[config.mk]
export PLATFORM = sky130hd
export DESIGN_NAME = mem_arbiter
export DESIGN_NICKNAME = d
export VERILOG_FILES = /design/src/mem_pkg.sv /design/src/mem_arbiter.sv
export SDC_FILE = /design/constraint.sdc
export NUM_CORES = 1
export LEC_CHECK = 0
export BUFFER_PORTS_ARGS = -buffer_cell sky130_fd_sc_hd__buf_4
export CAP_MARGIN = 20
export CORE_AREA = 3 3 643 645
export CTS_CLUSTER_SIZE = 40
export DETAILED_ROUTE_END_ITERATION = 7
export DIE_AREA = 0 0 646 648
export GPL_TIMING_DRIVEN = 1
export SYNTH_ARGS = -nofsm -noshare
export SYNTH_HDL_FRONTEND = slang
export SYNTH_SLANG_ARGS = --single-unit
[constraint.sdc]
create_clock -name clk -period 2.3 [get_ports clk]
set_input_delay 0.23 -clock clk [delete_from_list [all_inputs] [get_ports clk]]
set_output_delay 0.23 -clock clk [all_outputs]
set_load 0.02 [all_outputs]
[src/mem_pkg.sv]
`default_nettype none

package mem_pkg;

    // Bus and storage widths
    localparam int ADDR_WIDTH = 32;
    localparam int WORD_WIDTH = 32;
    localparam int LINE_WIDTH = 256;
    localparam int BEAT_WIDTH = 64;

    localparam int BEATS_PER_LINE = LINE_WIDTH / BEAT_WIDTH;
    localparam int OFFSET_BITS    = 5;

    typedef logic [ADDR_WIDTH-1:0]     addr_t;
    typedef logic [WORD_WIDTH-1:0]     word_t;
    typedef logic [WORD_WIDTH/8-1:0]   mbe_t;
    typedef logic [LINE_WIDTH-1:0]     line_t;
    typedef logic [BEAT_WIDTH-1:0]     beat_t;

    // Cache controller
    typedef enum logic [1:0] {
        CACHE_IDLE,
        CACHE_WRITEBACK,
        CACHE_FILL,
        CACHE_RESPOND
    } cache_state_e;

    // Line port arbiter
    typedef enum logic [1:0] {
        ARB_IDLE,
        ARB_SERVE_A,
        ARB_SERVE_B
    } arb_state_e;

    // Burst adaptor
    typedef enum logic [1:0] {
        BURST_IDLE,
        BURST_READ,
        BURST_WRITE,
        BURST_DONE
    } burst_state_e;

endpackage : mem_pkg

`default_nettype wire

[src/mem_arbiter.sv]
`default_nettype none

module mem_arbiter (
    input  wire logic            clk,
    input  wire logic            rst_i,

    // Client a
    input  wire logic            a_read_i,
    input  wire logic            a_write_i,
    input  wire mem_pkg::addr_t  a_addr_i,
    input  wire mem_pkg::line_t  a_wdata_i,
    output logic                 a_resp_o,
    output mem_pkg::line_t       a_rdata_o,

    // Client b
    input  wire logic            b_read_i,
    input  wire logic            b_write_i,
    input  wire mem_pkg::addr_t  b_addr_i,
    input  wire mem_pkg::line_t  b_wdata_i,
    output logic                 b_resp_o,
    output mem_pkg::line_t       b_rdata_o,

    // Shared line port
    output logic                 mem_read_o,
    output logic                 mem_write_o,
    output mem_pkg::addr_t       mem_addr_o,
    output mem_pkg::line_t       mem_wdata_o,
    input  wire logic            mem_resp_i,
    input  wire mem_pkg::line_t  mem_rdata_i
);

    import mem_pkg::*;

    arb_state_e state_q;
    logic       last_a_q;
    logic       a_req;
    logic       b_req;
    logic       grant_a;
    logic       grant_b;

    assign a_req   = a_read_i | a_write_i;
    assign b_req   = b_read_i | b_write_i;
    assign grant_a = (state_q == ARB_SERVE_A);
    assign grant_b = (state_q == ARB_SERVE_B);

    // a wins a tie unless it was served last
    always_ff @(posedge clk) begin
        if (rst_i) begin
            state_q  <= ARB_IDLE;
            last_a_q <= 1'b0;
        end else begin
            case (state_q)
                ARB_IDLE: begin
                    if (a_req && (!b_req || !last_a_q)) begin
                        state_q  <= ARB_SERVE_A;
                        last_a_q <= 1'b1;
                    end else if (b_req) begin
                        state_q  <= ARB_SERVE_B;
                        last_a_q <= 1'b0;
                    end
                end
                ARB_SERVE_A, ARB_SERVE_B: begin
                    if (mem_resp_i) begin
                        state_q <= ARB_IDLE;
                    end
                end
                default: state_q <= ARB_IDLE;
            endcase
        end
    end

    // Only the granted client reaches the adaptor
    assign mem_read_o  = (grant_a & a_read_i)  | (grant_b & b_read_i);
    assign mem_write_o = (grant_a & a_write_i) | (grant_b & b_write_i);
    assign mem_addr_o  = grant_b ? b_addr_i  : a_addr_i;
    assign mem_wdata_o = grant_b ? b_wdata_i : a_wdata_i;

    assign a_resp_o  = grant_a & mem_resp_i;
    assign b_resp_o  = grant_b & mem_resp_i;
    assign a_rdata_o = mem_rdata_i;
    assign b_rdata_o = mem_rdata_i;

endmodule : mem_arbiter

`default_nettype wire

==> flow_summary_export.csv <==
group,metric,value,unit
run_status,run_status,"complete, no violations",
critical_path,critical-path-max-stage-delay,400,ps
global_route,vias_in_the_first_global_route,8694,
timing,worst-slew-pin-transition,384,ps
power_and_ir_drop,max_rail_drop_vdd,0.254,mV
synthesis,synth.yosys.seq_area_share,0.780,%
placement,detailedPlacementHpwl,380000,µm
timing,post-route-min-period,2200,ps
placement,dpl-instance-area,17200,µm²
clocking,clk_pin_slew,30,ps
floorplan,height_of_the_die,648,µm
cells_and_area,most_common_cell_after_layout_fill_and_taps_aside,"sky130_fd_sc_hd__buf_4",
floorplan,num_io_pins,1643,
global_route,grtUsageTotal,17.8,%
placement,io_buffers,874,
synthesis,yosys.area.top_type_share,49.9,%
synthesis,synthCells,860,
clocking,cts-htree-levels,1,
synthesis,yosysTopAreaCell,"sky130_fd_sc_hd__buf_4",
power_and_ir_drop,power-per-cell-area,367,nW/µm²
timing,skew,1.24,ps
detailed_routing,drt_iter0_drc,730,
critical_path,critical_path.slowest_cell,"sky130_fd_sc_hd__dfxtp_1",
cells_and_area,drive_above_1_share,98.0,%
floorplan,floorplan.rows,235,
global_route,first_pass_grt_wire_length,408000,µm
critical_path,cp_data_arrival_time,1970,ps
global_route,top_usage_layer,"met2",
cells_and_area,layout.nets,2056,
detailed_routing,routed_wire_length_per_instance,57.6,µm
clocking,cts_root_buffer,"sky130_fd_sc_hd__clkbuf_16",
global_route,pin_count_of_the_biggest_net_entering_global_routing,51,
detailed_routing,routed_wirelength,390000,µm
critical_path,path_cells,"ha_4 > buf_16 > buf_12 > mux2_2 > buf_4",
global_route,grt_remaining_overflow,0,
floorplan,initial_utilization,1.88,%
floorplan,die_w,646,µm
timing,slew_viol_final,0,
detailed_routing,routed_via_density,1.56,
clocking,numClockSinks,3,
synthesis,mappedNetlistArea,7700,µm²
synthesis,ys.warnings.count,0,
floorplan,core_region_area,409000,µm²
synthesis,synthTopCellsByArea,"sky130_fd_sc_hd__buf_4 (50%), sky130_fd_sc_hd__mux2_2 (42%), sky130_fd_sc_hd__buf_6 (4.7%)",
timing,final_min_period_over_clock_period,95.6,%
global_route,met1_track_usage_gr,13.6,%
critical_path,worstSetupEndpointType,"primary output",
critical_path,critPathKind,"flop to primary output",
cells_and_area,fillers,48670,
timing,timing.slew.headroom,74.4,%
power_and_ir_drop,cellLeakagePower,5.53,nW
cells_and_area,postLayoutCellArea,17500,µm²
detailed_routing,ant_nets,0,
floorplan,die-area,419000,µm²
cells_and_area,area.growth.synth_to_final,128,%
power_and_ir_drop,design_power_total,0.00643,W
cells_and_area,leading_cell_types_in_the_layout_fill_and_taps_excluded,"sky130_fd_sc_hd__buf_4 (881), sky130_fd_sc_hd__mux2_2 (288), sky130_fd_sc_hd__buf_12 (8)",
run,drv.max_cap_violation_count,0,
timing,setup_viol,0,
synthesis,ys_ff_latch,3,
timing,final.hold.worst_slack,212,ps
worst_hold_path,hold_path.class,"primary input to flop",
synthesis,mappedNetlistNets,1702,
clocking,cts_buffer_depth,2,
timing,rsz0062_at_grt,"no",
timing,clock.fmax,0.455,GHz
timing,hold_viol,0,
global_route,antenna_found_initial,390,
clocking,tritoncts,"done",
global_route,grt.met2_usage,26.0,%
global_route,grt.met3_usage,24.9,%
synthesis,synth_cell_types,20,
critical_path,startpoint_class,"flop",
detailed_routing,vias,10556,
timing,tns,0,ps
clocking,clock_insertion_delay_at_the_later_pin_of_the_skew_report,220,ps
clocking,cts_bufs_inserted,3,
critical_path,critPathMaxFanout,26,
detailed_routing,drtPass1Iterations,5,
placement,gp_congestion,0.815,
critical_path,critPathRequiredTime,2070,ps
synthesis,syn_area_per_cell,8.96,µm²
clocking,cts_hold_buffers,0,
detailed_routing,detail_route.drc_violations,0,
-- layer usage --
layer / part of all wire (%) / wire [µm] / vias to the layer above
met5: 0.64 / 2510 / -
met3: 30 / 115000 / 749
met2: 41 / 158000 / 2529
li1: - / - / 3199
met4: 2.6 / 9950 / 158
met1: 27 / 103000 / 3921
-- cell type report --
class                      instances  area (µm²)  share of cell area (%)
clock buffer                       4        78.8                   0.449
antenna                          102         255                    1.45
sequential                         3        60.1                   0.342
timing repair buffer             893        6880                    39.2
multi-input combinational        311        3440                    19.6
tap                             5451        6820                    38.9
inverter                           2        7.51                  0.0428
-- state kept, by name, indices dropped and copies added, names as in the netlist --
signal	flops
last_a_q	1
state_q	2
-- report_power, final --
group	internal, W	switching (W)	total [W]
Combinational	0.00232	0.00377	0.00609
Clock	0.000228	0.0000443	0.000273
Sequential	0.0000630	0.0000119	0.0000749
Total	0.00261	0.00383	0.00643
-- worst max-delay path, delay by kind of cell, from the launching register on --
family	cells	cell delay, ps
adder cells (fa/ha/maj)	1	210
flip-flops	1	400
buffers and inverters	3	640
multiplexers	1	350
-- logic make-up after synthesis --
logic type / share of synthesized area (%)
buffers and inverters: 54.7
muxes: 42.1
and+or+nand+nor: 0.893
AOI/OAI and AO/OA: 1.06
adders and majority gates: 0.487
DFF: 0.780
-- worst paths after layout --
path	startpoint	to	slack [ps]	depth (start not counted)
worst max-delay path	state_q[1]$_SDFFE_PP0P_	mem_wdata_o[85]	100	5
worst min-delay path	rst_i	state_q[0]$_SDFFE_PP0P_	210	2
worst max register to register	state_q[1]$_SDFFE_PP0P_	state_q[1]$_SDFFE_PP0P_	840	5
worst min register to register	last_a_q$_SDFFE_PP0P_	last_a_q$_SDFFE_PP0P_	490	2
-- cell usage after synthesis (all sizes together) --
master	instances
buf	544
mux2	288
dfxtp	3
ha	3
nand2	3
nand3	3
a22o	2
a31oi	2
and2	2
inv	2
a211o	1
a21oi	1
nand4bb	1
nor2b	1
nor4	1
o21ai	1
o41ai	1
or2	1
-- stage by stage --
step	util (%)	worst slack (ps)	instances
floorplan	-	757	860
detailed placement	4.20	243	6659
global route	4.25	31.4	6703
CTS	4.22	3.09	6663
finish	4.29	100	6766
global placement	4.20	289	6659
-- what timing repair did --
item	4_1_cts	5_1_grt
gates resized for setup	0	4
setup endpoints to repair	0	41
setup buffers	0	0
Note: power is estimated with default switching activity, not from simulation.
