`src/mem_pkg.sv`:
```
`default_nettype none

package mem_pkg;

    // Bus and storage widths
    localparam int ADDR_WIDTH = 32;
    localparam int WORD_WIDTH = 32;
    localparam int LINE_WIDTH = 256;
    localparam int BEAT_WIDTH = 64;

    localparam int BEATS_PER_LINE = LINE_WIDTH / BEAT_WIDTH;
    localparam int OFFSET_BITS    = 5;

    typedef logic [ADDR_WIDTH-1:0]     addr_t;
    typedef logic [WORD_WIDTH-1:0]     word_t;
    typedef logic [WORD_WIDTH/8-1:0]   mbe_t;
    typedef logic [LINE_WIDTH-1:0]     line_t;
    typedef logic [BEAT_WIDTH-1:0]     beat_t;

    // Cache controller
    typedef enum logic [1:0] {
        CACHE_IDLE,
        CACHE_WRITEBACK,
        CACHE_FILL,
        CACHE_RESPOND
    } cache_state_e;

    // Line port arbiter
    typedef enum logic [1:0] {
        ARB_IDLE,
        ARB_SERVE_A,
        ARB_SERVE_B
    } arb_state_e;

    // Burst adaptor
    typedef enum logic [1:0] {
        BURST_IDLE,
        BURST_READ,
        BURST_WRITE,
        BURST_DONE
    } burst_state_e;

endpackage : mem_pkg

`default_nettype wire

```
`src/cache.sv`:
```
`default_nettype none

module cache #(
    parameter int NUM_SETS = 8
) (
    input  wire logic            clk,
    input  wire logic            rst_i,

    // Word port toward the CPU
    input  wire logic            cpu_read_i,
    input  wire logic            cpu_write_i,
    input  wire mem_pkg::addr_t  cpu_addr_i,
    input  wire mem_pkg::word_t  cpu_wdata_i,
    input  wire mem_pkg::mbe_t   cpu_mbe_i,
    output logic                 cpu_resp_o,
    output mem_pkg::word_t       cpu_rdata_o,

    // Line port toward memory
    output logic                 line_read_o,
    output logic                 line_write_o,
    output mem_pkg::addr_t       line_addr_o,
    output mem_pkg::line_t       line_wdata_o,
    input  wire logic            line_resp_i,
    input  wire mem_pkg::line_t  line_rdata_i
);

    import mem_pkg::*;

    localparam int INDEX_BITS    = $clog2(NUM_SETS);
    localparam int TAG_BITS      = ADDR_WIDTH - OFFSET_BITS - INDEX_BITS;
    localparam int WORD_SEL_BITS = OFFSET_BITS - 2;

    typedef logic [TAG_BITS-1:0]   tag_t;
    typedef logic [INDEX_BITS-1:0] index_t;

    tag_t                tag_arr  [NUM_SETS];
    line_t               data_arr [NUM_SETS];
    logic [NUM_SETS-1:0] valid_q;
    logic [NUM_SETS-1:0] dirty_q;

    cache_state_e state_q;

    tag_t                     cpu_tag;
    index_t                   cpu_index;
    logic [WORD_SEL_BITS-1:0] cpu_word;
    logic                     cpu_req;
    logic                     hit;
    logic                     do_access;
    word_t                    read_word;
    line_t                    merged_line;

    // Address split: tag | index | word | byte
    assign cpu_tag   = cpu_addr_i[ADDR_WIDTH-1 -: TAG_BITS];
    assign cpu_index = cpu_addr_i[OFFSET_BITS +: INDEX_BITS];
    assign cpu_word  = cpu_addr_i[2 +: WORD_SEL_BITS];
    assign cpu_req   = cpu_read_i | cpu_write_i;
    assign hit       = valid_q[cpu_index] && (tag_arr[cpu_index] == cpu_tag);

    // Skip the cycle where resp is high, the request is still held then
    assign do_access = (state_q == CACHE_IDLE && cpu_req && hit && !cpu_resp_o) ||
                       (state_q == CACHE_RESPOND);

    assign read_word = data_arr[cpu_index][cpu_word*WORD_WIDTH +: WORD_WIDTH];

    // Byte merge of the store data into the resident line
    always_comb begin
        merged_line = data_arr[cpu_index];
        for (int i = 0; i < WORD_WIDTH/8; i++) begin
            if (cpu_mbe_i[i]) begin
                merged_line[cpu_word*WORD_WIDTH + i*8 +: 8] = cpu_wdata_i[i*8 +: 8];
            end
        end
    end

    assign line_read_o  = (state_q == CACHE_FILL);
    assign line_write_o = (state_q == CACHE_WRITEBACK);
    // Victim goes back to its own tag address
    assign line_addr_o  = line_write_o ?
                          {tag_arr[cpu_index], cpu_index, {OFFSET_BITS{1'b0}}} :
                          {cpu_tag, cpu_index, {OFFSET_BITS{1'b0}}};
    assign line_wdata_o = data_arr[cpu_index];

    always_ff @(posedge clk) begin
        if (rst_i) begin
            state_q    <= CACHE_IDLE;
            cpu_resp_o <= 1'b0;
            valid_q    <= '0;
            dirty_q    <= '0;
        end else begin
            cpu_resp_o <= do_access;
            if (do_access && cpu_write_i) begin
                dirty_q[cpu_index] <= 1'b1;
            end
            case (state_q)
                CACHE_IDLE: begin
                    if (cpu_req && !cpu_resp_o && !hit) begin
                        state_q <= dirty_q[cpu_index] ? CACHE_WRITEBACK : CACHE_FILL;
                    end
                end
                CACHE_WRITEBACK: begin
                    if (line_resp_i) begin
                        dirty_q[cpu_index] <= 1'b0;
                        state_q            <= CACHE_FILL;
                    end
                end
                CACHE_FILL: begin
                    if (line_resp_i) begin
                        valid_q[cpu_index] <= 1'b1;
                        state_q            <= CACHE_RESPOND;
                    end
                end
                CACHE_RESPOND: state_q <= CACHE_IDLE;
                default:       state_q <= CACHE_IDLE;
            endcase
        end
    end

    // Tag, line storage and read data
    always_ff @(posedge clk) begin
        if (state_q == CACHE_FILL && line_resp_i) begin
            data_arr[cpu_index] <= line_rdata_i;
            tag_arr[cpu_index]  <= cpu_tag;
        end
        if (do_access) begin
            cpu_rdata_o <= read_word;
            if (cpu_write_i) begin
                data_arr[cpu_index] <= merged_line;
            end
        end
    end

endmodule : cache

`default_nettype wire

```
`config.mk`:
```
export PLATFORM = sky130hd
export DESIGN_NAME = cache
export DESIGN_NICKNAME = d
export VERILOG_FILES = /design/src/mem_pkg.sv /design/src/cache.sv
export SDC_FILE = /design/constraint.sdc
export NUM_CORES = 2
export LEC_CHECK = 0
export BUFFER_PORTS_ARGS = -buffer_cell sky130_fd_sc_hd__clkbuf_2
export CAP_MARGIN = 10
export CORE_MARGIN = 3
export CORE_UTILIZATION = 40
export DETAILED_ROUTE_END_ITERATION = 10
export PLACE_DENSITY = 0.57
export SLEW_MARGIN = 15
export SYNTH_ARGS = -nofsm -noshare
export SYNTH_HDL_FRONTEND = slang
export SYNTH_SLANG_ARGS = --single-unit
```
`constraint.sdc`:
```
create_clock -name clk -period 11.2 [get_ports clk]
set_clock_uncertainty 0.1 [all_clocks]
set_input_delay 1.68 -clock clk [delete_from_list [all_inputs] [get_ports clk]]
set_output_delay 1.68 -clock clk [all_outputs]
set_load 0.01 [all_outputs]
```
==> flow_summary.yaml <==
run_status:
  status: "completed"
power:
  ir_drop_uv: 146.1
  power_density_nw_per_um2: 181.2
  p_switching_uw: 5036
  p_clk_frac: 0.385
  seqPwrFrac: 0.497
  p_int_uw: 14790
  switching_share: 0.2541
  pwr-share-comb: 0.118
  leakage_uw: 0.03741
cells_and_area:
  synthToLayoutAreaGrowth_pct: 15.06
  drive_above_1_share: 0.2487
  nets: 6824
  fill_cells: 20380
clocking:
  postCtsSetupRepairBufs: 0
  cts.sinks: 2291
  h-tree-depth: 4
  cts_buffers: 228
  cts_tree: "built"
  cts.path.max_buffers: 3
  clkLatencyLatePin_ns: 0.87
  ctsResizeCount: 0
  postCtsHoldBufs: 0
  root_buffer: "clkbuf_16"
  clkTransAtPathRegs_ns: 0.06
critical_path:
  arrival_ns: 8.02
  critical_path_class: "input port to flop"
  r2r-start: "tag_arr[7][4]"
  crit_required_ns: 11.70
  r2r_slack_ns: 5.72
  crit_fanout: 102
  r2r_end: "data_arr[1][112]"
  startpoint_type: "input port"
  end_kind: "flop"
  reg2reg_depth: 10
yosys:
  syn_area_per_cell_um2: 16.16
  synth-simple-area-share: 0.03342
  synth.most_common_cell: "edfxtp_1"
  synth_commonest_cells: "2272 x edfxtp_1, 522 x a21oi_1, 304 x a22oi_1"
  synth_area_um2: 95080
  synth.distinct_cells: 65
  postSynthCellCount: 5884
  synth-xor-area-share: 0.001105
  synth_area_leaders: "edfxtp_1 72%, mux2_4 3.2%, mux2i_1 2.8%"
  synth_top_cell_by_area: "edfxtp_1"
  synth_warnings: 0
  synth_seq_cells: 2291
  yosysSeqAreaShare: 0.7215
  synth_top_family_by_area: "multiplexers"
  synthMuxAreaShare: 0.1116
  synthArstFlopShare: 0
  synth_adder_area_share: 0.001447
  synth_edf_count: 2272
  synthFlopType: "edfxtp_1"
  synth-compound-area-share: 0.1012
  yosysTopAreaCellShare: 0.7175
global_route:
  grt_start_max_net_pins: 115
  antenna_found_initial: 34
  grt_overflow: 0
  track_usage: 0.2895
  grt_pass1_wl_mm: 487.3
  grt_pass1_vias: 56520
sta:
  fin_ws_ns: 3.683
  maxSlewHeadroom: 0.1406
  post-route-min-period_ns: 7.517
  final_max_slew_viol_count: 0
  setup_violations: 0
  min_period_over_period: 0.6712
  fin_tns_setup_ns: 0
  tightestPinTransition_ns: 1.289
  rsz0062_at_grt: "false"
  max_freq_mhz: 133.0
  hold_viol_final: 0
routing:
  wl_per_cell_um: 36.84
  drt-pass1-iter-count: 5
  ant_nets: 0
  drt_wl_total_mm: 362.6
  drcViolationCount: 0
  via_per_inst: 6.199
  vias: 61010
  first_iter_violations: 8446
min_path:
  hold_class: "flop to flop"
  whs_path_depth: 2
  hold_end: "valid_q[5]"
  hp-start: "valid_q[5]"
placement:
  io_buffers: 644
  pre_cts_ws_ns: 2.795
  dp_hpwl_mm: 224.9
  place_congestion: 0.8933
floorplan:
  rows: 178
  die_x_um: 493.6
  die_area_um2: 243600
  die_h_um: 493.6
  ioPinCount: 652
  core_um2: 235900
  start_util: 0.4032
job:
  drv_cap: 0
-- metal layers --
metal,GRT usage,wire length [µm],vias up
met3,0.06175,38480,707
met4,0.1829,27350,16
met5,0,115,-
met1,0.3950,139500,31560
li1,-,-,24670
met2,0.4221,157100,4065
-- registers in the layout, summed over array words and instances (netlist names) --
name,flops
cpu_rdata_o,32
state_q,2
dirty_q,8
valid_q,8
cpu_resp_o,1
tag_arr,192
data_arr,2048
-- how the worst max path moves through the flow --
| stage | from | to | slack, ns |
|---|---|---|---|
| 6_report | cpu_addr_i[7] | data_arr[1][112] | 3.68 |
| 5_1_grt | cpu_addr_i[7] | data_arr[1][112] | 3.56 |
| 4_1_cts | cpu_addr_i[7] | data_arr[3][125] | 3.74 |
| 3_5_place_dp | cpu_addr_i[7] | data_arr[5][1] | 2.79 |
| 3_3_place_gp | cpu_addr_i[7] | data_arr[1][112] | 2.87 |
| 2_1_floorplan | cpu_addr_i[5] | data_arr[6][0] | 0.63 |
-- final cells by class --
type	instances	area, µm²	share of cell area
Timing Repair Buffer	796	4825	0.04410
Inverter	167	631.9	0.005776
Clock buffer	276	5886	0.05380
Multi-Input combinational cell	3000	23950	0.2189
Antenna cell	16	40.04	0.0003660
Sequential cell	2291	68610	0.6271
Clock inverter	145	1523	0.01392
Tap cell	3150	3941	0.03603
-- power by group through the flow --
stage | sequential, µW | combinational [µW] | clock, µW
final | 9860 | 2330 | 7630
after global routing | 9870 | 2410 | 8020
after CTS | 9860 | 2300 | 7690
after detailed placement | 10000 | 2300 | 0
after global placement | 10000 | 2270 | 0
after floorplan | 10100 | 1160 | 0
-- per-stage QoR --
stage	area (µm²)	util	power (µW)	instances	hold WS (ns)
final	109400	0.4638	19820	9841	0.3743
after global routing	109400	0.4638	20310	9832	0.3900
after CTS	109400	0.4637	19850	9825	0.3727
after detailed placement	102000	0.4323	12340	9404	0.3584
after global placement	101900	0.4321	12300	9401	0.3446
after floorplan	95100	-	11250	5888	0.3330
-- placed cells by master (no fill, tap or decap), types with 10 or more instances in the layout --
cell       count
nand3_1       44
a221o_1       64
diode_2       16
clkbuf_1      48
nor3_1        16
clkbuf_16    228
inv_1        164
bufinv_16     25
and4_1        21
mux2_2       188
mux4_2        98
nor2_4        11
buf_12        34
o22a_1        10
a22oi_1      304
nor2_1       209
o21a_1        10
a22o_1        53
nand4_1       28
mux2_4       200
clkbuf_2     638
mux2_1        54
nand2_1      300
ha_1          11
clkinv_2      44
and3_1        21
a21oi_1      521
o21ai_0      171
clkinv_1      54
edfxtp_1    2272
o22ai_1       67
a221oi_1     214
dfxtp_1       19
mux2i_1      265
buf_4        120
-- worst max-delay path, cell delays in order --
cell	delay, ns
buf_8	0.52
buf_12	0.56
or2_2	0.55
o22ai_1	0.19
o21a_1	0.22
nor4_1	0.37
nand4_1	0.30
nor4_4	0.66
or2_4	0.76
buf_4	0.72
buf_12	0.60
mux2_4	0.42
-- logic make-up (layout without fill, tap and decap cells) --
logic type / count (synthesis) / in the layout
and+or+nand+nor: 713 / 713
muxes: 806 / 806
DFF: 2291 / 2291
xor gates and xnor gates: 12 / 12
AOI/OAI and AO/OA: 1453 / 1453
adders and majority gates: 11 / 11
other: 1 / 21
buffers and inverters: 597 / 1384
(Power assumes the default switching activity.)
