[config.mk]
export PLATFORM = sky130hd
export DESIGN_NAME = cacheline_adaptor
export DESIGN_NICKNAME = d
export VERILOG_FILES = /design/src/mem_pkg.sv /design/src/cacheline_adaptor.sv
export SDC_FILE = /design/constraint.sdc
export NUM_CORES = 1
export LEC_CHECK = 0
export BUFFER_PORTS_ARGS = -buffer_cell sky130_fd_sc_hd__buf_2
export CORE_AREA = 2 2 280 282
export DETAILED_ROUTE_END_ITERATION = 16
export DIE_AREA = 0 0 282 284
export PLACE_DENSITY_LB_ADDON = 0.1
export SLEW_MARGIN = 20
export SYNTH_ARGS = -nofsm -noshare
export SYNTH_HDL_FRONTEND = slang
export SYNTH_SLANG_ARGS = --single-unit
[constraint.sdc]
create_clock -name clk -period 10.84 [get_ports clk]
set_clock_uncertainty 0.1 [all_clocks]
set_input_delay 1.626 -clock clk [delete_from_list [all_inputs] [get_ports clk]]
set_output_delay 1.626 -clock clk [all_outputs]
set_load 0.02 [all_outputs]
[src/mem_pkg.sv]
`default_nettype none

package mem_pkg;

    // Bus and storage widths
    localparam int ADDR_WIDTH = 32;
    localparam int WORD_WIDTH = 32;
    localparam int LINE_WIDTH = 256;
    localparam int BEAT_WIDTH = 64;

    localparam int BEATS_PER_LINE = LINE_WIDTH / BEAT_WIDTH;
    localparam int OFFSET_BITS    = 5;

    typedef logic [ADDR_WIDTH-1:0]     addr_t;
    typedef logic [WORD_WIDTH-1:0]     word_t;
    typedef logic [WORD_WIDTH/8-1:0]   mbe_t;
    typedef logic [LINE_WIDTH-1:0]     line_t;
    typedef logic [BEAT_WIDTH-1:0]     beat_t;

    // Cache controller
    typedef enum logic [1:0] {
        CACHE_IDLE,
        CACHE_WRITEBACK,
        CACHE_FILL,
        CACHE_RESPOND
    } cache_state_e;

    // Line port arbiter
    typedef enum logic [1:0] {
        ARB_IDLE,
        ARB_SERVE_A,
        ARB_SERVE_B
    } arb_state_e;

    // Burst adaptor
    typedef enum logic [1:0] {
        BURST_IDLE,
        BURST_READ,
        BURST_WRITE,
        BURST_DONE
    } burst_state_e;

endpackage : mem_pkg

`default_nettype wire

[src/cacheline_adaptor.sv]
`default_nettype none

module cacheline_adaptor (
    input  wire logic            clk,
    input  wire logic            rst_i,

    // Line side
    input  wire logic            line_read_i,
    input  wire logic            line_write_i,
    input  wire mem_pkg::addr_t  line_addr_i,
    input  wire mem_pkg::line_t  line_wdata_i,
    output logic                 line_resp_o,
    output mem_pkg::line_t       line_rdata_o,

    // Burst side, 64 bits per beat
    output logic                 burst_read_o,
    output logic                 burst_write_o,
    output mem_pkg::addr_t       burst_addr_o,
    output mem_pkg::beat_t       burst_wdata_o,
    input  wire logic            burst_resp_i,
    input  wire mem_pkg::beat_t  burst_rdata_i
);

    import mem_pkg::*;

    localparam int CNT_BITS = $clog2(BEATS_PER_LINE);

    burst_state_e        state_q;
    logic [CNT_BITS-1:0] beat_cnt_q;
    logic                last_beat;
    line_t               line_buf;
    addr_t               addr_q;

    assign last_beat = burst_resp_i && (beat_cnt_q == CNT_BITS'(BEATS_PER_LINE - 1));

    always_ff @(posedge clk) begin
        if (rst_i) begin
            state_q    <= BURST_IDLE;
            beat_cnt_q <= '0;
        end else begin
            case (state_q)
                BURST_IDLE: begin
                    beat_cnt_q <= '0;
                    if (line_read_i) begin
                        state_q <= BURST_READ;
                    end else if (line_write_i) begin
                        state_q <= BURST_WRITE;
                    end
                end
                BURST_READ, BURST_WRITE: begin
                    if (burst_resp_i) begin
                        beat_cnt_q <= beat_cnt_q + 1'b1;
                    end
                    if (last_beat) begin
                        state_q <= BURST_DONE;
                    end
                end
                BURST_DONE: state_q <= BURST_IDLE;
                default:    state_q <= BURST_IDLE;
            endcase
        end
    end

    // Lowest beat first in both directions
    always_ff @(posedge clk) begin
        if (state_q == BURST_IDLE) begin
            addr_q   <= {line_addr_i[ADDR_WIDTH-1:OFFSET_BITS], {OFFSET_BITS{1'b0}}};
            line_buf <= line_wdata_i;
        end else if (state_q == BURST_READ && burst_resp_i) begin
            line_buf <= {burst_rdata_i, line_buf[LINE_WIDTH-1:BEAT_WIDTH]};
        end else if (state_q == BURST_WRITE && burst_resp_i) begin
            line_buf <= {{BEAT_WIDTH{1'b0}}, line_buf[LINE_WIDTH-1:BEAT_WIDTH]};
        end
    end

    assign burst_read_o  = (state_q == BURST_READ);
    assign burst_write_o = (state_q == BURST_WRITE);
    assign burst_addr_o  = addr_q;
    assign burst_wdata_o = line_buf[BEAT_WIDTH-1:0];

    // One cycle after the last beat
    assign line_resp_o  = (state_q == BURST_DONE);
    assign line_rdata_o = line_buf;

endmodule : cacheline_adaptor

`default_nettype wire

==> results.md, run 1 <==
- Commonest non-fill, non-tap cell in the layout: buf_2
- Clk sinks: 287
- Tmin final: 3.726 ns
- Gr ovfl total: 0
- Post-cts repair resize count: 0
- Rel. slew slack: 36.33%
- DRT iter0 DRCs: 395
- Vias per cell: 3.454
- Synth-to-layout area growth: 42.50%
- Ranking of synthesized cells by area: edfxtp_1, mux2_2, a22o_1
- Startpoint Class: primary input
- Hold Path Depth: 2
- Most frequent cells in the layout: buf_2, edfxtp_1, mux2_2, a22o_1, clkbuf_16
- Top cell by count, worst path: buf_4
- Post-synthesis adder-cell area fraction: 0.6067%
- R2R Path Start: state_q[0]
- CTS H-tree lvls: 2
- Slew Limit Fails: 0
- Post-CTS setup buffer count: 0
- Final Hold Viols: 0
- Crit path cell chain: buf_2, o21ai_0, nand2b_4, buf_4, buf_4
- Max Root-Sink Buffers: 3
- Max incr delay on CP: 0.71 ns
- Syn avg cell area: 18.28 um2
- Vias in the first global route: 8832
- Max-cap violations: 0
- Post-synth top area share: 68.68%
- Simple-Gate Fraction of Synth Area: 0.6168%
- DPL Wire Length: 36380 um
- Worst Path Class, Setup: in2reg
- # rows: 102
- VDD IR max: 0.0002819 V
- Leakage: 7.453 nW
- Mapped Cells: 677
- Overall Global Routing Usage: 11.40%
- Cts bufs inserted: 40
- Largest family of logic cells by synthesized area: multiplexers
- Outcome: completed
- Worst Setup EP: line_rdata_o[13]
- Cell family with most CP delay: buffers and inverters
- Share of post-route cells with drive strength above 1: 70.53%
- Root buffer cell: clkbuf_16
- Core area: 0.07696 mm2
- Initial antenna violation count: 9
- Finished Core Util: 22.91%
- WL/cell: 19.99 um
- Unrepaired setup endpoints after global routing: false
- Synth cell types: 25
- Max Fclk: 0.2684 GHz
- Crit. End Element: flop
- Crit path buffers/inverters: 3
- Post-route clock period utilization: 34.38%
- Crit path from: burst_resp_i
- Post-synthesis xor/xnor area fraction: 0%
- Tot Pwr: 6.802 mW
- CTS clock-pin slew for the worst setup and hold paths: 0.05 ns
- Post-Route WL: 48010 um
- GP Congestion: 0.7724
- Reg2reg path depth: 6
- Worst slew pin tran: 0.9551 ns
- Worst reg2reg endpoint: line_rdata_o[13]
- CP max stage cell: buf_4
- Die Footprint: 0.08009 mm2
- Synth Area in Compound Gates: 5.056%
- Die X: 282 um
- Clk Latency, worst-skew pair: 0.55 ns
- DRC: 0
- Leading area contributor after synthesis: edfxtp_1
- Post-CTS Hold Buffers: 0
- Register area share after synthesis: 69.32%
- Nets: 1690
- Post-synthesis mux area share: 17.55%
- Top-level I/O count: 712
- Setup TNS: 0 ns
- CP Max Fanout: 53
- Final setup viols: 0
- Hold slack: 0.3741 ns
- Worst hold path class: reg2reg
- Seq cells post-synth: 287
- TritonCTS clock tree: yes
- R2R Setup Slk: 7.42 ns
- Die height: 284 um
- Levels on crit path: 5
- Synthesized area: 0.01237 mm2
- Port bufs: 701
- Largest net degree at the start of global routing: 156
- Vias: 8292
- Global-route wire length before repair: 66070 um
- Worst Path Arrival: 3.80 ns
- Final ANT Viol Nets: 0
- CP required: 10.91 ns
- Detailed-router iteration count before antenna repair: 4
- Initial Util: 16.08%
- P per Cell Area: 385.7 mW/mm2
- Yosys synthesis warning count: 0
[registers in the layout, summed over array words and instances, names as in the netlist]
signal,flops
beat_cnt_q,2
burst_addr_o,27
line_rdata_o,256
state_q,2
[where the power goes]
part / total (mW) / switching, mW / leakage (nW) / internal (mW)
Clock: 1.20 / 0.514 / 0.561 / 0.688
Combinational: 3.13 / 2.04 / 3.97 / 1.09
Sequential: 2.47 / 0.321 / 2.93 / 2.15
[per-stage QoR]
step | setup WS [ns] | std cells | cell area (um2)
floorplan | 2.572 | 681 | 12390
finish | 7.114 | 2401 | 17630
CTS | 7.137 | 2394 | 17620
global route | 6.930 | 2399 | 17630
global placement | 6.474 | 2325 | 16460
detailed placement | 6.544 | 2325 | 16460
[routing by layer]
metal,GRT usage [%],share of wire [%]
met3,2.824,6.1
met1,12.38,37
met4,3.670,1.9
met5,0,0.027
met2,21.37,55
[cells in the mapped netlist]
library cell	n
buf_4	71
nand2b_1	3
nor2_8	1
buf_2	11
buf_6	22
and2_1	1
a21oi_1	2
a21boi_0	1
dfxtp_1	4
ha_1	6
edfxtp_1	283
mux2i_1	1
mux2_2	192
nand2_1	2
a22o_1	64
a31oi_1	1
inv_1	2
nor3b_2	1
nand3b_1	1
nor2_1	1
conb_1	1
o211ai_1	1
a21bo_2	1
a32oi_1	1
o21ai_0	3
[cell type report]
| type | count | area [um2] |
|---|---|---|
| clock inverter | 20 | 98.84 |
| sequential | 287 | 8578 |
| multi-input combinational | 288 | 2988 |
| tap | 1040 | 1301 |
| timing repair buffer | 708 | 3586 |
| antenna | 7 | 17.52 |
| fill | 8237 | 59320 |
| inverter | 2 | 7.507 |
| clock buffer | 49 | 1056 |
[cells by family after synthesis]
logic type / count (synthesis)
simple gates: 10
mux: 193
fa+ha+maj: 6
buf+inv: 106
compound gates: 74
flops: 287
other cells: 1
[tightest hold or removal path: cells and delay by family, from the launching register on]
kind             cells  cell delay, ns
AND/OR/NAND/NOR      1            0.06
flip-flops           1            0.32
AO/OA/AOI/OAI        1            0.05
[worst min path at each step]
| stage | from | endpoint | slack [ns] |
|---|---|---|---|
| floorplan | beat_cnt_q[0] | beat_cnt_q[0] | 0.34 |
| global placement | beat_cnt_q[0] | beat_cnt_q[0] | 0.36 |
| detailed placement | beat_cnt_q[0] | beat_cnt_q[0] | 0.37 |
| CTS | beat_cnt_q[0] | beat_cnt_q[0] | 0.37 |
| global route | beat_cnt_q[0] | beat_cnt_q[0] | 0.45 |
| finish | beat_cnt_q[0] | beat_cnt_q[0] | 0.37 |
(Power assumes the default switching activity.)
==> run 2, diff against run 1 <==
==> constraint.sdc (replaced) <==
create_clock -name clk -period 3.6 [get_ports clk]
set_clock_uncertainty 0.1 [all_clocks]
set_input_delay 0.54 -clock clk [delete_from_list [all_inputs] [get_ports clk]]
set_output_delay 0.54 -clock clk [all_outputs]
set_load 0.02 [all_outputs]
==> results.md, run 2 (same netlist as run 1, synthesis figures left out) <==
- GR Util met1: 13.00% (+0.62 points)
- WL/cell: 20.39 um (+2.0%)
- Final Hold Viols: 0 (unchanged)
- Setup WS pre-CTS: 1.079 ns (-5.466 ns)
- Gr ovfl total: 0 (unchanged)
- Clk Latency, worst-skew pair: 0.58 ns (+0.03 ns)
- GP Congestion: 0.7970 (+3.2%)
- CP Max Fanout: 119 (+120%)
- Clk sinks: 287 (unchanged)
- Worst reg2reg endpoint: line_rdata_o[76]
- Tmin final: 2.487 ns
- Leakage: 7.555 nW (+1.4%)
- Die X: 282 um (unchanged)
- Vias: 8446 (+1.9%)
- Vias per cell: 3.500 (+1.4%)
- Final WS setup: 1.113 ns (-6.000 ns)
- Global-route wire length before repair: 67060 um (+1.5%)
- Max Root-Sink Buffers: 3 (unchanged)
- Met3 Usage GRT: 2.717% (-0.11 points)
- Overall Global Routing Usage: 11.68% (+0.27 points)
- Detailed-router iteration count before antenna repair: 4 (unchanged)
- Reg2reg path depth: 4 (-2)
- Synth-to-layout area growth: 44.28%
- Largest net degree at the start of global routing: 120 (-23%)
- Outcome: completed
- Vias in the first global route: 8849 (+0.19%)
- Nets: 1699 (+0.53%)
- Cts bufs inserted: 39 (-2.5%)
- Commonest non-fill, non-tap cell in the layout: buf_2
- CP required: 3.80 ns (-7.11 ns)
- Max-cap violations: 0 (unchanged)
- Final setup viols: 0 (unchanged)
- Crit. End Element: flop
- Worst Path Arrival: 2.68 ns (-1.12 ns)
- Initial antenna violation count: 7 (-2)
- Fill count: 8206 (-0.38%)
- TritonCTS clock tree: yes
- Slew Limit Fails: 0 (unchanged)
- Post-route clock period utilization: 69.07%
- DPL Wire Length: 38050 um (+4.6%)
- Max Fclk: 0.4022 GHz
- P per Cell Area: 1172 mW/mm2 (+200%)
- Worst Path Class, Setup: reg2reg
- Share of post-route cells with drive strength above 1: 70.89% (+0.36 points)
- CP max stage cell: buf_12
- DRT iter0 DRCs: 449 (+14%)
- Unrepaired setup endpoints after global routing: false
- Die Footprint: 0.08009 mm2 (unchanged)
- Post-Route WL: 49210 um (+2.5%)
- Crit path from: state_q[0]
- Rel. slew slack: 45.65% (+9.3 points)
- HP Start: rst_i
- Crit path cell chain: inv_1, ha_4, buf_12, mux2_2
- Final ANT Viol Nets: 0 (unchanged)
- Port bufs: 701 (unchanged)
- Initial Util: 16.08% (unchanged)
- Most frequent cells in the layout: buf_2, edfxtp_1, mux2_2, a22o_1, clkbuf_16
- Hold slack: 0.06679 ns (-0.3073 ns)
- Root buffer cell: clkbuf_16
- Met2 Usage GRT: 21.35% (about the same)
- CTS clock-pin slew for the worst setup and hold paths: 0.07 ns (+0.02 ns)
- DRC: 0 (unchanged)
- Max incr delay on CP: 0.49 ns (-0.22 ns)
- R2R Path Start: state_q[0]
- Startpoint Class: flop
- R2R Setup Slk: 1.11 ns (-6.31 ns)
- Setup TNS: 0 ns (unchanged)
- VDD IR max: 0.0006726 V (+140%)
- Die height: 284 um (unchanged)
- CTS H-tree lvls: 2 (unchanged)
- Worst hold path endpoint: state_q[0]
- Max reg flops: 256 (unchanged)
- Cell family with most CP delay: buffers and inverters
- Worst hold path class: in2reg
- Crit path buffers/inverters: 2 (-1)
- Core area: 0.07696 mm2 (unchanged)
- Worst slew pin tran: 0.8152 ns (-0.1399 ns)
- Hold Path Depth: 2 (unchanged)
- Most used routing layer: met2
- # rows: 102 (unchanged)
- Top-level I/O count: 712 (unchanged)
[run 2: cell count changes in the layout (fill, tap and decap cells not counted), moves of 2 or more]
cell	previous run	this run
dlygate4sd3_1	0	2
clkinv_1	11	9
buf_4	5	8
clkbuf_8	0	3
buf_12	2	7
inv_6	2	0
bufinv_16	0	2
clkbuf_16	41	39
clkinv_8	0	2
diode_2	7	9
[run 2: worst reg2reg max path, cell delays in order (launching register included)]
cell,delay [ns]
dfxtp_1,0.35
inv_1,0.16
ha_4,0.46
buf_12,0.51
mux2_2,0.63
[run 2: metal layers]
layer	routed length [um]	part of all wire, %	vias up
li1	-	-	3945
met1	18650	38	4134
met2	26450	54	300
met3	2858	5.8	67
met4	1253	2.5	0
met5	0	0	-
[run 2: power breakdown]
group / total (mW) / switching (mW) / internal [mW]
logic: 9.71 / 6.23 / 3.48
registers: 7.40 / 0.951 / 6.45
clock network: 3.82 / 1.61 / 2.21
[run 2: timing repair]
action | 4_1_cts | 5_1_grt
hold buffers | 2 | 0
hold endpoints to repair | 2 | 0
buffers inserted | 0 | 0
resized for setup | 0 | 0
[run 2: how the worst max path moves through the flow]
stage	slack, ns	cells past startpoint	to
after floorplan	0.23	3	line_rdata_o[0]
after global placement	1.07	4	line_rdata_o[52]
after detailed placement	1.08	4	line_rdata_o[52]
after CTS	1.04	5	line_rdata_o[252]
after global routing	0.95	5	line_rdata_o[118]
final	1.11	4	line_rdata_o[76]
[run 2: stage by stage]
| stage | power (mW) | instance area [um2] | std cells | util, % |
|---|---|---|---|---|
| 6_report | 20.93 | 17850 | 2413 | 23.20 |
| 5_1_grt | 22.11 | 17850 | 2410 | 23.19 |
| 4_1_cts | 21.42 | 17830 | 2404 | 23.17 |
| 3_5_place_dp | 17.43 | 16590 | 2333 | 21.55 |
| 3_3_place_gp | 17.50 | 16590 | 2333 | 21.55 |
| 2_1_floorplan | 14.14 | 12400 | 681 | - |
[run 2: cell type report]
class                           count  area, um2  share of cell area, %
Antenna cell                        9      22.52                 0.1261
Clock inverter                     20      181.4                  1.016
Inverter                            2      7.507                0.04205
Clock buffer                       49       1044                  5.845
Tap cell                         1040       1301                  7.289
Timing Repair Buffer              718       3729                  20.88
Sequential cell                   287       8578                  48.05
Multi-Input combinational cell    288       2990                  16.75
